$ cat src/iq_pkg.sv
package iq_pkg;

   // physical register tag width
   localparam int PRF_W = 6;

   // rob index width, the full rob id carries one extra wrap bit on top
   localparam int ROB_W = 5;

   // execution class of an instruction
   typedef enum logic [1:0] {
      op_alu = 2'd0,
      op_bju = 2'd1, // branch or jump
      op_mul = 2'd2
   } op_t;

   // renamed instruction as handed over by dispatch
   typedef struct packed {
      op_t              opcode;
      logic             rs1_valid; // src1 is actually read
      logic             rs2_valid;
      logic [PRF_W-1:0] src1;
      logic [PRF_W-1:0] src2;
      logic [PRF_W-1:0] dest;
      logic [ROB_W:0]   robid;     // msb is the wrap bit
   } iq_instr_t;

endpackage
$ cat src/iq_issue_if.sv
`timescale 1ns/10ps

interface iq_issue_if #(
   parameter int NUM_ENTRIES = 8
) ();

   localparam int ID_W = $clog2(NUM_ENTRIES);

   logic            slot0_valid; // entry leaves at the next edge
   logic [ID_W-1:0] slot0_id;
   logic            slot1_valid;
   logic [ID_W-1:0] slot1_id;

   modport steer (output slot0_valid, output slot0_id, output slot1_valid, output slot1_id);
   modport store (input slot0_valid, input slot0_id, input slot1_valid, input slot1_id);

endinterface

$ cat src/iq_status_if.sv
`timescale 1ns/10ps

interface iq_status_if
   import iq_pkg::*;
#(
   parameter int NUM_ENTRIES = 8
) ();

   localparam int ID_W  = $clog2(NUM_ENTRIES);
   localparam int AGE_W = ID_W + 1;

   logic [NUM_ENTRIES-1:0] ready;               // valid and all used sources available
   logic [AGE_W-1:0]       age [NUM_ENTRIES];   // larger is older
   op_t                    opcode [NUM_ENTRIES];

   modport store  (output ready, output age, output opcode);
   modport select (input ready, input age, input opcode);

endinterface

$ cat src/int_issue_queue.sv
`timescale 1ns/10ps

module int_issue_queue
   import iq_pkg::*;
#(
   parameter int NUM_ENTRIES = 8,
   parameter int NUM_WB      = 2
) (
   input  logic                         clk,
   input  logic                         reset_n,
   input  logic                         instr0_valid,
   input  logic                         instr1_valid,
   input  iq_instr_t                    instr0,
   input  iq_instr_t                    instr1,
   input  logic                         instr0_src1_busy,
   input  logic                         instr0_src2_busy,
   input  logic                         instr1_src1_busy,
   input  logic                         instr1_src2_busy,
   output logic [1:0]                   credits,
   input  logic [NUM_WB-1:0]            wb_valid,
   input  logic [NUM_WB-1:0][PRF_W-1:0] wb_prd,
   input  logic                         flush_valid,
   input  logic [ROB_W:0]               flush_robid,
   input  logic                         mul_slot_busy,
   output logic                         slot0_valid,
   output iq_instr_t                    slot0_instr,
   output logic                         slot1_valid,
   output iq_instr_t                    slot1_instr
);

   localparam int ID_W = $clog2(NUM_ENTRIES);

   logic [NUM_ENTRIES-1:0] entry_valid;
   logic [ID_W-1:0]        alloc0_id;
   logic [ID_W-1:0]        alloc1_id;
   logic                   old0_valid;
   logic [ID_W-1:0]        old0_id;
   logic                   old1_valid;
   logic [ID_W-1:0]        old1_id;

   iq_status_if #(.NUM_ENTRIES(NUM_ENTRIES)) status_bus ();
   iq_issue_if  #(.NUM_ENTRIES(NUM_ENTRIES)) issue_bus ();

   assign slot0_valid = issue_bus.slot0_valid;
   assign slot1_valid = issue_bus.slot1_valid;

   iq_free_finder #(.NUM_ENTRIES(NUM_ENTRIES)) u_free_finder (
      .entry_valid (entry_valid),
      .alloc0_id   (alloc0_id),
      .alloc1_id   (alloc1_id),
      .credits     (credits)
   );

   iq_entry_array #(.NUM_ENTRIES(NUM_ENTRIES), .NUM_WB(NUM_WB)) u_entry_array (
      .clk              (clk),
      .reset_n          (reset_n),
      .instr0_valid     (instr0_valid),
      .instr1_valid     (instr1_valid),
      .instr0           (instr0),
      .instr1           (instr1),
      .instr0_src1_busy (instr0_src1_busy),
      .instr0_src2_busy (instr0_src2_busy),
      .instr1_src1_busy (instr1_src1_busy),
      .instr1_src2_busy (instr1_src2_busy),
      .alloc0_id        (alloc0_id),
      .alloc1_id        (alloc1_id),
      .wb_valid         (wb_valid),
      .wb_prd           (wb_prd),
      .flush_valid      (flush_valid),
      .flush_robid      (flush_robid),
      .entry_valid      (entry_valid),
      .status           (status_bus.store),
      .issue            (issue_bus.store),
      .slot0_instr      (slot0_instr),
      .slot1_instr      (slot1_instr)
   );

   iq_oldest_picker #(.NUM_ENTRIES(NUM_ENTRIES)) u_oldest_picker (
      .status     (status_bus.select),
      .old0_valid (old0_valid),
      .old0_id    (old0_id),
      .old1_valid (old1_valid),
      .old1_id    (old1_id)
   );

   iq_slot_steer #(.NUM_ENTRIES(NUM_ENTRIES)) u_slot_steer (
      .status        (status_bus.select),
      .old0_valid    (old0_valid),
      .old0_id       (old0_id),
      .old1_valid    (old1_valid),
      .old1_id       (old1_id),
      .mul_slot_busy (mul_slot_busy),
      .flush_valid   (flush_valid),
      .issue         (issue_bus.steer)
   );

endmodule

$ cat src/iq_slot_steer.sv
`timescale 1ns/10ps

module iq_slot_steer
   import iq_pkg::*;
#(
   parameter int NUM_ENTRIES = 8
) (
   iq_status_if.select                    status,
   input  logic                           old0_valid,
   input  logic [$clog2(NUM_ENTRIES)-1:0] old0_id,
   input  logic                           old1_valid,
   input  logic [$clog2(NUM_ENTRIES)-1:0] old1_id,
   input  logic                           mul_slot_busy,
   input  logic                           flush_valid,
   iq_issue_if.steer                      issue
);

   op_t  op0;
   op_t  op1;
   logic old0_ok; // candidate not held back by the multiplier
   logic old1_ok;

   assign op0     = status.opcode[old0_id];
   assign op1     = status.opcode[old1_id];
   assign old0_ok = old0_valid && !(op0 == op_mul && mul_slot_busy);
   assign old1_ok = old1_valid && !(op1 == op_mul && mul_slot_busy);

   // slot 0 runs mul or alu, slot 1 runs bju or alu
   always_comb begin
      issue.slot0_valid = 1'b0;
      issue.slot0_id    = old0_id;
      issue.slot1_valid = 1'b0;
      issue.slot1_id    = old1_id;
      if (!flush_valid) begin
         if (old0_ok) begin
            case (op0)
               op_mul: begin
                  issue.slot0_valid = 1'b1;
                  issue.slot1_valid = old1_ok && op1 != op_mul; // second mul waits
               end
               op_bju: begin
                  issue.slot1_valid = 1'b1;
                  issue.slot1_id    = old0_id;
                  issue.slot0_valid = old1_ok && op1 != op_bju;
                  issue.slot0_id    = old1_id;
               end
               default: begin
                  if (old1_ok && op1 == op_mul) begin // alu yields slot 0 to the mul
                     issue.slot0_id = old1_id;
                     issue.slot1_id = old0_id;
                  end
                  issue.slot0_valid = 1'b1;
                  issue.slot1_valid = old1_ok;
               end
            endcase
         end else if (old1_ok) begin
            // older one is a stalled mul
            issue.slot1_valid = 1'b1;
         end
      end
   end

endmodule

$ cat src/iq_oldest_picker.sv
`timescale 1ns/10ps

module iq_oldest_picker #(
   parameter int NUM_ENTRIES = 8
) (
   iq_status_if.select                    status,
   output logic                           old0_valid,
   output logic [$clog2(NUM_ENTRIES)-1:0] old0_id,
   output logic                           old1_valid,
   output logic [$clog2(NUM_ENTRIES)-1:0] old1_id
);

   localparam int ID_W  = $clog2(NUM_ENTRIES);
   localparam int AGE_W = ID_W + 1;

   logic [AGE_W-1:0] best0_age;
   logic [AGE_W-1:0] best1_age;

   // strict compare keeps the lower index on equal age
   always_comb begin
      old0_valid = 1'b0;
      old0_id    = '0;
      best0_age  = '0;
      for (int i = 0; i < NUM_ENTRIES; i++) begin
         if (status.ready[i] && (!old0_valid || status.age[i] > best0_age)) begin
            old0_valid = 1'b1;
            old0_id    = ID_W'(i);
            best0_age  = status.age[i];
         end
      end
   end

   // runner-up, same scan with the winner masked out
   always_comb begin
      old1_valid = 1'b0;
      old1_id    = '0;
      best1_age  = '0;
      for (int i = 0; i < NUM_ENTRIES; i++) begin
         if (status.ready[i] && !(old0_valid && old0_id == ID_W'(i)) &&
             (!old1_valid || status.age[i] > best1_age)) begin
            old1_valid = 1'b1;
            old1_id    = ID_W'(i);
            best1_age  = status.age[i];
         end
      end
   end

endmodule

$ cat src/iq_entry_array.sv
`timescale 1ns/10ps

module iq_entry_array
   import iq_pkg::*;
#(
   parameter int NUM_ENTRIES = 8,
   parameter int NUM_WB      = 2
) (
   input  logic                              clk,
   input  logic                              reset_n,
   input  logic                              instr0_valid,
   input  logic                              instr1_valid,
   input  iq_instr_t                         instr0,
   input  iq_instr_t                         instr1,
   input  logic                              instr0_src1_busy,
   input  logic                              instr0_src2_busy,
   input  logic                              instr1_src1_busy,
   input  logic                              instr1_src2_busy,
   input  logic [$clog2(NUM_ENTRIES)-1:0]    alloc0_id,
   input  logic [$clog2(NUM_ENTRIES)-1:0]    alloc1_id,
   input  logic [NUM_WB-1:0]                 wb_valid,
   input  logic [NUM_WB-1:0][PRF_W-1:0]      wb_prd,
   input  logic                              flush_valid,
   input  logic [ROB_W:0]                    flush_robid,
   output logic [NUM_ENTRIES-1:0]            entry_valid,
   iq_status_if.store                        status,
   iq_issue_if.store                         issue,
   output iq_instr_t                         slot0_instr,
   output iq_instr_t                         slot1_instr
);

   localparam int ID_W  = $clog2(NUM_ENTRIES);
   localparam int AGE_W = ID_W + 1;

   iq_instr_t              entry_q [NUM_ENTRIES]; // payload
   logic [AGE_W-1:0]       age_q [NUM_ENTRIES];
   logic [NUM_ENTRIES-1:0] src1_busy;
   logic [NUM_ENTRIES-1:0] src2_busy;

   logic [NUM_ENTRIES-1:0] valid_next;
   logic [AGE_W-1:0]       age_next [NUM_ENTRIES];
   logic [NUM_ENTRIES-1:0] src1_busy_next;
   logic [NUM_ENTRIES-1:0] src2_busy_next;

   logic                   enq_a; // lower free entry gets written
   logic                   enq_b; // second free entry gets written
   iq_instr_t              instr_a;
   logic                   a_busy1;
   logic                   a_busy2;
   logic [1:0]             age_inc;

   // any writeback this cycle carrying the given tag
   function automatic logic wb_hit(input logic [PRF_W-1:0] tag);
      logic hit;
      hit = 1'b0;
      for (int w = 0; w < NUM_WB; w++) begin
         if (wb_valid[w] && wb_prd[w] == tag)
            hit = 1'b1;
      end
      return hit;
   endfunction

   function automatic logic [AGE_W-1:0] sat_add(input logic [AGE_W-1:0] a,
                                                input logic [1:0] inc);
      logic [AGE_W:0] sum;
      sum = a + inc;
      return sum[AGE_W] ? '1 : sum[AGE_W-1:0];
   endfunction

   // no enqueue while flushing
   assign enq_a   = !flush_valid && (instr0_valid || instr1_valid);
   assign enq_b   = !flush_valid && instr0_valid && instr1_valid;
   assign instr_a = instr0_valid ? instr0 : instr1;
   assign a_busy1 = instr0_valid ? instr0_src1_busy : instr1_src1_busy;
   assign a_busy2 = instr0_valid ? instr0_src2_busy : instr1_src2_busy;
   assign age_inc = enq_b ? 2'd2 : {1'b0, enq_a};

   always_comb begin
      valid_next = entry_valid;
      for (int i = 0; i < NUM_ENTRIES; i++) begin
         // squash anything younger than the flush point
         if (flush_valid && ((entry_q[i].robid[ROB_W] ^ flush_robid[ROB_W]) ^
                             (entry_q[i].robid[ROB_W-1:0] > flush_robid[ROB_W-1:0])))
            valid_next[i] = 1'b0;
         age_next[i]       = sat_add(age_q[i], age_inc);
         src1_busy_next[i] = src1_busy[i] && !wb_hit(entry_q[i].src1);
         src2_busy_next[i] = src2_busy[i] && !wb_hit(entry_q[i].src2);
      end

      if (issue.slot0_valid) begin
         valid_next[issue.slot0_id] = 1'b0;
         age_next[issue.slot0_id]   = '0;
      end
      if (issue.slot1_valid) begin
         valid_next[issue.slot1_id] = 1'b0;
         age_next[issue.slot1_id]   = '0;
      end

      // new arrivals also see same-cycle writebacks
      if (enq_a) begin
         valid_next[alloc0_id]     = 1'b1;
         age_next[alloc0_id]       = AGE_W'(enq_b); // older of a pair gets 1
         src1_busy_next[alloc0_id] = a_busy1 && !wb_hit(instr_a.src1);
         src2_busy_next[alloc0_id] = a_busy2 && !wb_hit(instr_a.src2);
      end
      if (enq_b) begin
         valid_next[alloc1_id]     = 1'b1;
         age_next[alloc1_id]       = '0;
         src1_busy_next[alloc1_id] = instr1_src1_busy && !wb_hit(instr1.src1);
         src2_busy_next[alloc1_id] = instr1_src2_busy && !wb_hit(instr1.src2);
      end
   end

   always_ff @(posedge clk) begin
      if (!reset_n) begin
         entry_valid <= '0;
         src1_busy   <= '0;
         src2_busy   <= '0;
         for (int i = 0; i < NUM_ENTRIES; i++)
            age_q[i] <= '0;
      end else begin
         entry_valid <= valid_next;
         src1_busy   <= src1_busy_next;
         src2_busy   <= src2_busy_next;
         for (int i = 0; i < NUM_ENTRIES; i++)
            age_q[i] <= age_next[i];
      end
   end

   always_ff @(posedge clk) begin
      if (enq_a)
         entry_q[alloc0_id] <= instr_a;
      if (enq_b)
         entry_q[alloc1_id] <= instr1;
   end

   always_comb begin
      for (int i = 0; i < NUM_ENTRIES; i++) begin
         status.ready[i]  = entry_valid[i] &&
                            (!entry_q[i].rs1_valid || !src1_busy[i]) &&
                            (!entry_q[i].rs2_valid || !src2_busy[i]);
         status.age[i]    = age_q[i];
         status.opcode[i] = entry_q[i].opcode;
      end
   end

   assign slot0_instr = entry_q[issue.slot0_id];
   assign slot1_instr = entry_q[issue.slot1_id];

endmodule

$ cat src/iq_free_finder.sv
`timescale 1ns/10ps

module iq_free_finder #(
   parameter int NUM_ENTRIES = 8
) (
   input  logic [NUM_ENTRIES-1:0]         entry_valid,
   output logic [$clog2(NUM_ENTRIES)-1:0] alloc0_id,
   output logic [$clog2(NUM_ENTRIES)-1:0] alloc1_id,
   output logic [1:0]                     credits
);

   localparam int ID_W = $clog2(NUM_ENTRIES);

   logic found0;
   logic found1;

   // lowest two free slots, scanning up from entry 0
   always_comb begin
      found0    = 1'b0;
      found1    = 1'b0;
      alloc0_id = '0;
      alloc1_id = '0;
      for (int i = 0; i < NUM_ENTRIES; i++) begin
         if (!entry_valid[i]) begin
            if (!found0) begin
               found0    = 1'b1;
               alloc0_id = ID_W'(i);
            end else if (!found1) begin
               found1    = 1'b1;
               alloc1_id = ID_W'(i);
            end
         end
      end
   end

   // free count capped at two
   assign credits = found1 ? 2'd2 : (found0 ? 2'd1 : 2'd0);

endmodule

$ cat config.mk
export PLATFORM = sky130hd
export DESIGN_NAME = int_issue_queue
export DESIGN_NICKNAME = d
export VERILOG_FILES = /design/src/iq_pkg.sv /design/src/iq_issue_if.sv /design/src/iq_status_if.sv /design/src/int_issue_queue.sv /design/src/iq_slot_steer.sv /design/src/iq_oldest_picker.sv /design/src/iq_entry_array.sv /design/src/iq_free_finder.sv
export SDC_FILE = /design/constraint.sdc
export NUM_CORES = 1
export LEC_CHECK = 0
export ABC_AREA = 1
export ABC_CLOCK_PERIOD_IN_PS = 23600
export BUFFER_PORTS_ARGS = -buffer_cell sky130_fd_sc_hd__buf_2
export CAP_MARGIN = 20
export CORE_UTILIZATION = 26
export CTS_BUF_LIST = sky130_fd_sc_hd__clkbuf_4 sky130_fd_sc_hd__clkbuf_8 sky130_fd_sc_hd__clkbuf_16
export DETAILED_ROUTE_END_ITERATION = 16
export PLACE_DENSITY = 0.49
export SYNTH_ARGS = -nofsm -noshare
export SYNTH_HDL_FRONTEND = slang
export SYNTH_SLANG_ARGS = --single-unit
$ cat constraint.sdc
create_clock -name clk -period 23.6 [get_ports clk]
set_input_delay 2.36 -clock clk [delete_from_list [all_inputs] [get_ports clk]]
set_output_delay 2.36 -clock clk [all_outputs]
set_load 0.005 [all_outputs]
* Word level (Yosys, flattened, before mapping) *
Memories as Yosys holds them, arrays and structs flattened.
Cells that the tools add are included.
Widths: inputs -> output; s select.

storage, ports and cells
  register bits after elaboration = 24
  word-level logic and storage cells = 621
  memories kept = 2
  bits in writable memories = 256
  input port bits = 86
  output and inout port bits = 60

operators by class
  mux-type cells = 233
  reductions and logical operators = 241
  bitwise operators = 42
  equality and inequality tests = 52
  $lt $le $gt $ge = 40
  add/sub/neg operators = 8

memory list
  memory                 depth  width  read ports  clocked after Yosys merged registers in  write ports  RTL line              source
  u_entry_array.entry_q  8      28     10          0                                        2            iq_entry_array.sv:35  iq_instr_t entry_q [NUM_ENTRIES];
  u_entry_array.age_q    8      4      8           0                                        8            iq_entry_array.sv:36  logic [AGE_W-1:0] age_q [NUM_ENTRIES];

operators with widths
  kind                number
  $eq 6x6->1          40
  $mux 3              46
  $mux 4              34
  $logic_and 1x1->1   132
  $mux 32             4
  $mux 1              112
  $and 32x32->32      3
  $not 32->32         3
  $logic_not 1->1     77
  $mux 8              8
  $gt 4x4->1          14
  $demux 4 s3         4
  $add 4x2->5         8
  $gt 5x5->1          8
  $bwmux 32           1
  $bwmux 8            4
  $logic_or 1x1->1    31
  $mux 28             1
  $ge 4x4->1 const B  6
  $not 3->4           6
  $mux 2              10
  $and 8x8->8         2
  $lt 3x4->1 const B  4
  $lt 4x1->1 const B  4
  17 further kinds    54

* Depth between registers and ports, before layout *
An unclocked memory read counts as a cell.

  depth after elaboration = 95
  mapped depth = 169

* By module *
Synthesis repeated with hierarchy kept, for this count alone.

second synthesis, totals
  cells, all modules = 3610
  area, all modules = 24459.7 um2

by module, submodules not included
  module            sequential area each (um2)  area an instance (um2)  cells an instance  times used
  iq_entry_array    7847.5                      20722.4                 2936               1
  iq_oldest_picker  0.0                         2434.8                  424                1
  iq_slot_steer     0.0                         873.3                   165                1
  iq_free_finder    0.0                         429.2                   85                 1

* Worst setup path after synthesis *
No wires, ideal clock.

  kind = reg-to-output
  from = memory u_entry_array.entry_q[0][24] (netlist name)
  to = output port slot0_instr[14] (netlist name)
  required time = 21.240 ns
  path buffers = 7
  setup slack = 5.384 ns
  stages on the path, launching flop included = 151
  arrival time = 15.856 ns
  cells stage by stage = edfxtp_1 -> nand2_1 -> nand3_2 -> inv_2 -> nand2_1 -> ha_1 -> nand2_1 -> inv_1 -> nand2_1 -> nand2_1 -> nand2_1 -> a21oi_1 -> inv_1 -> o21ai_0 -> ha_1 -> nand2_1 -> inv_1 -> nand2_1 -> (+115 left out) -> o21ai_0 -> nand2_1 -> nand2_2 -> buf_4 -> nand4_4 -> inv_2 -> nand3_1 -> nand2_1 -> nand4_4 -> nand2_1 -> nand3_1 -> nand2_1 -> nand2_4 -> nor2_4 -> buf_6 -> buf_4 -> o211ai_1 -> nand4_1

RTL lines
  element      RTL line               source
  from (decl)  iq_entry_array.sv:35
  to (decl)    int_issue_queue.sv:26  output iq_instr_t slot0_instr,

==> summary.md <==
| Metric | Value |
|---|---|
| DRT iter0 DRCs | just over 3k |
| Hold_ws | 531 ps |
| Critical path endpoint category | output pin |
| Post-route minimum period | ~21,000 ps |
| Chip Width | 306 um |
| Adder-Cell Fraction of Synth Area | 0.0677 |
| GRT Total Usage | 0.219 |
| Drt wl/cell | approximately 24 um |
| Status | finished clean |
| CP max stage delay | just under 600 ps |
| Row cnt | 111 |
| Hold crit path type | reg -> reg |
| Largest net degree at the start of global routing | 150 |
| Synthesis Warnings | 0 |
| Clock-pin transition on the worst setup and hold timing paths | around 60 ps |
| Switching pwr | 745 uW |
| Share of the synthesized area in the top cell type | 0.280 |
| RSZ-0062 raised after global routing | false |
| Routed Antenna Nets | 0 |
| Fin nets | 3,626 |
| Avg Vias per Cell | approximately 5.5 |
| Setup-failing EPs final | 0 |
| Initial Utilization | 0.262 |
| Clock Tree Buf Depth | 3 |
| Max Fanout on Critical Path | 14 |
| Util after Layout | 0.299 |
| First-pass GRT wire length | approximately 150,000 um |
| Post-synth top flop | edfxtp_1 |
| IO Port Bufs | about 150 |
| Worst slew pin tran | ~1100 ps |
| Latest clock arrival within the worst-skew pair | between 600 and 700 ps |
| Final GP Congestion | ~0.96 |
| CTS sink count | 280 |
| Max-cap violations | 0 |
| Synth Area in Simple Gates | 0.227 |
| Die height | ~300 um |
| Max Slew Vio Count | 0 |
| Hold-fix buffers, CTS | 0 |
| Crit path max-delay cell type | nor2_4 |
| Drt drc | 0 |
| Post-synthesis mux area share | 0 |
| Via Count | between 20k and 30k |
| Sw Share | 0.398 |
| Synthesized net count | ~3.6k |
| Post-Synth XOR/XNOR Area | 0.0175 |
| Average size of a mapped cell | 7.14 um^2 |
| DRT Pass-1 Iters | 8 |
| Design internal power | 1.13 mW |
| Number of global-route vias before repair | ~23k |
| Fill cells | around 9.9k |
| Post-Syn Instances | about 3.4k |
| Crit path DAT | between 15,000 and 20,000 ps |
| Largest family of logic cells by synthesized area | compound AO/OA/AOI/OAI gates |
| Yosys top cell by area | edfxtp_1 |
| LEAKAGE | between 10 and 15 nW |
| Ys async rst share | 0 |
| Syn Std Cell Area | 24,000 um^2 |
| Setup TNS | 0 ps |
| Core Box Area | about 92,000 um^2 |
| Synth cell types | 60 |
| Root Driver | clkbuf_16 |
| Num CTS Buffers | 39 |
| H-tree depth | 2 |
| Compound-Gate Fraction of Synth Area | 0.255 |
| Final wirelength | ~110,000 um |
| #FFs+latches synth | 280 |
| PD cells | roughly 68 nW/um^2 |
| Area Growth Syn to Fin | 14.0% |
| Layout cells sized above 1 | 0.115 |
| Full die area | just over 90,000 um^2 |
| Placed insts | between 4k and 5k |
| Top cells by count, synth | nand2_1 (826), o21ai_0 (438), inv_1 (402) |
| Post-synth EDFFs | roughly 220 |
| R2R depth | between 100 and 150 |
| Largest vdd supply drop | ~61 uV |
| CTS tree | built |
| Combinational power share | 0.359 |
| Sequential share of power | 0.311 |
| Gr ovfl total | 0 |
| Sequential fraction of the synthesis area | 0.327 |
| Count leader, synth | nand2_1 |
| Non-Filler Instances | ~4.6k |
| Crit path launch type | register |
| F_max | ~47 MHz |
| Clock Power Share | 0.330 |
| Synth area leaders | edfxtp_1 (28%), nand2_1 (13%), o21ai_0 (9.1%) |
| Worst EP required | 21,240 ps |
| Post-DP HPWL | about 73,000 um |
| Final hold vios | 0 |
| Final worst path period share | 0.910 |
| Initial antenna violation count | 4 |
| WS Path Type | reg -> out |
| CP dominant cell by count | nand2_1 |
| Number of I/O pins | between 100 and 150 |
| Setup Skew | between 40 and 50 ps |
| Slew headroom | 0.288 |
| Hold path depth | 2 |
## per-layer routing
layer	routed length, um	share of wire	up-vias	GRT usage
met1	46600	0.42	11900	0.294
met5	0	0	-	0
met3	9160	0.083	294	0.0303
met2	49500	0.45	1282	0.351
li1	-	-	11800	-
met4	4850	0.044	0	0.0921
## power groups by stage
stage / Sequential (mW) / Clock [mW] / Combinational, mW
after floorplan: 0.582 / 0 / 0.404
after global placement: 0.592 / 0 / 0.614
after detailed placement: 0.592 / 0 / 0.617
after CTS: 0.581 / 0.625 / 0.619
after global routing: 0.584 / 0.641 / 0.729
final: 0.583 / 0.617 / 0.671
## sequential cells by signal (all words and copies together), names as in the netlist
signal / cells
u_entry_array.entry_q: 224
u_entry_array.age_q: 32
u_entry_array.entry_valid: 8
u_entry_array.src1_busy: 8
u_entry_array.src2_busy: 8
## path summary, 6_finish.rpt
kind | slack (ps) | endpoint | from
min reg2reg | 530 | u_entry_array.src2_busy[5] | u_entry_array.src2_busy[5]
max | 2120 | slot0_instr[10] | u_entry_array.entry_q[0][24]
min | 530 | u_entry_array.src2_busy[5] | u_entry_array.src2_busy[5]
max reg2reg | 4950 | u_entry_array.age_q[1][15] | u_entry_array.entry_q[0][24]
## cells by family (layout without fill, tap and decap cells)
logic type / Yosys count / count (layout)
AND/OR/NAND/NOR: 1251 / 1261
AO/OA/AOI/OAI: 1033 / 1033
buffers and inverters: 623 / 697
flip-flops: 280 / 280
adder cells (fa/ha/maj): 125 / 125
XOR/XNOR: 48 / 48
other: 0 / 1
## layout make-up
| class | instances | area [um^2] | share of cell area |
|---|---|---|---|
| tap | 1186 | 1480 | 0.0543 |
| timing repair buffer | 187 | 1130 | 0.0412 |
| clock buffer | 44 | 1010 | 0.0371 |
| antenna | 1 | 2.50 | 0.0000915 |
| multi-input combinational | 2467 | 13900 | 0.508 |
| inverter | 440 | 1690 | 0.0616 |
| clock inverter | 26 | 298 | 0.0109 |
| sequential | 280 | 7850 | 0.287 |
## cells in the final DEF, fill, tap and decap left out, types with 56 or more instances in the layout
cell / instances
nand3_1: 125
dfxtp_1: 56
ha_1: 117
nand2_1: 815
nand4_1: 57
nor2_1: 136
o211ai_1: 105
o21ai_1: 60
a21oi_1: 198
inv_1: 402
o22ai_1: 80
buf_2: 145
edfxtp_1: 224
o21ai_0: 424
## metrics by stage
| stage | setup slack [ps] | cell area (um^2) | total power [mW] |
|---|---|---|---|
| after global placement | 1910 | 25600 | 1.21 |
| after CTS | 999 | 27000 | 1.83 |
| after detailed placement | 1680 | 25700 | 1.21 |
| after floorplan | 5380 | 24000 | 0.986 |
| final | 2120 | 27300 | 1.87 |
| after global routing | 26.6 | 27300 | 1.95 |
## worst max-delay path, delay by kind of cell (launching register included)
kind                       cells  cell delay [ps]
AOI/OAI and AO/OA             38             4820
and+or+nand+nor               83             8240
DFF                            1              400
buffers and inverters         11              980
adders and majority gates     14             4080
## what timing repair did
item                       4_1_cts  5_1_grt
setup endpoints to repair        0       56
hold endpoints to repair         0        0
buffers inserted                 0        6
resized for setup                0       48
Note: power is estimated with default switching activity, not from simulation.
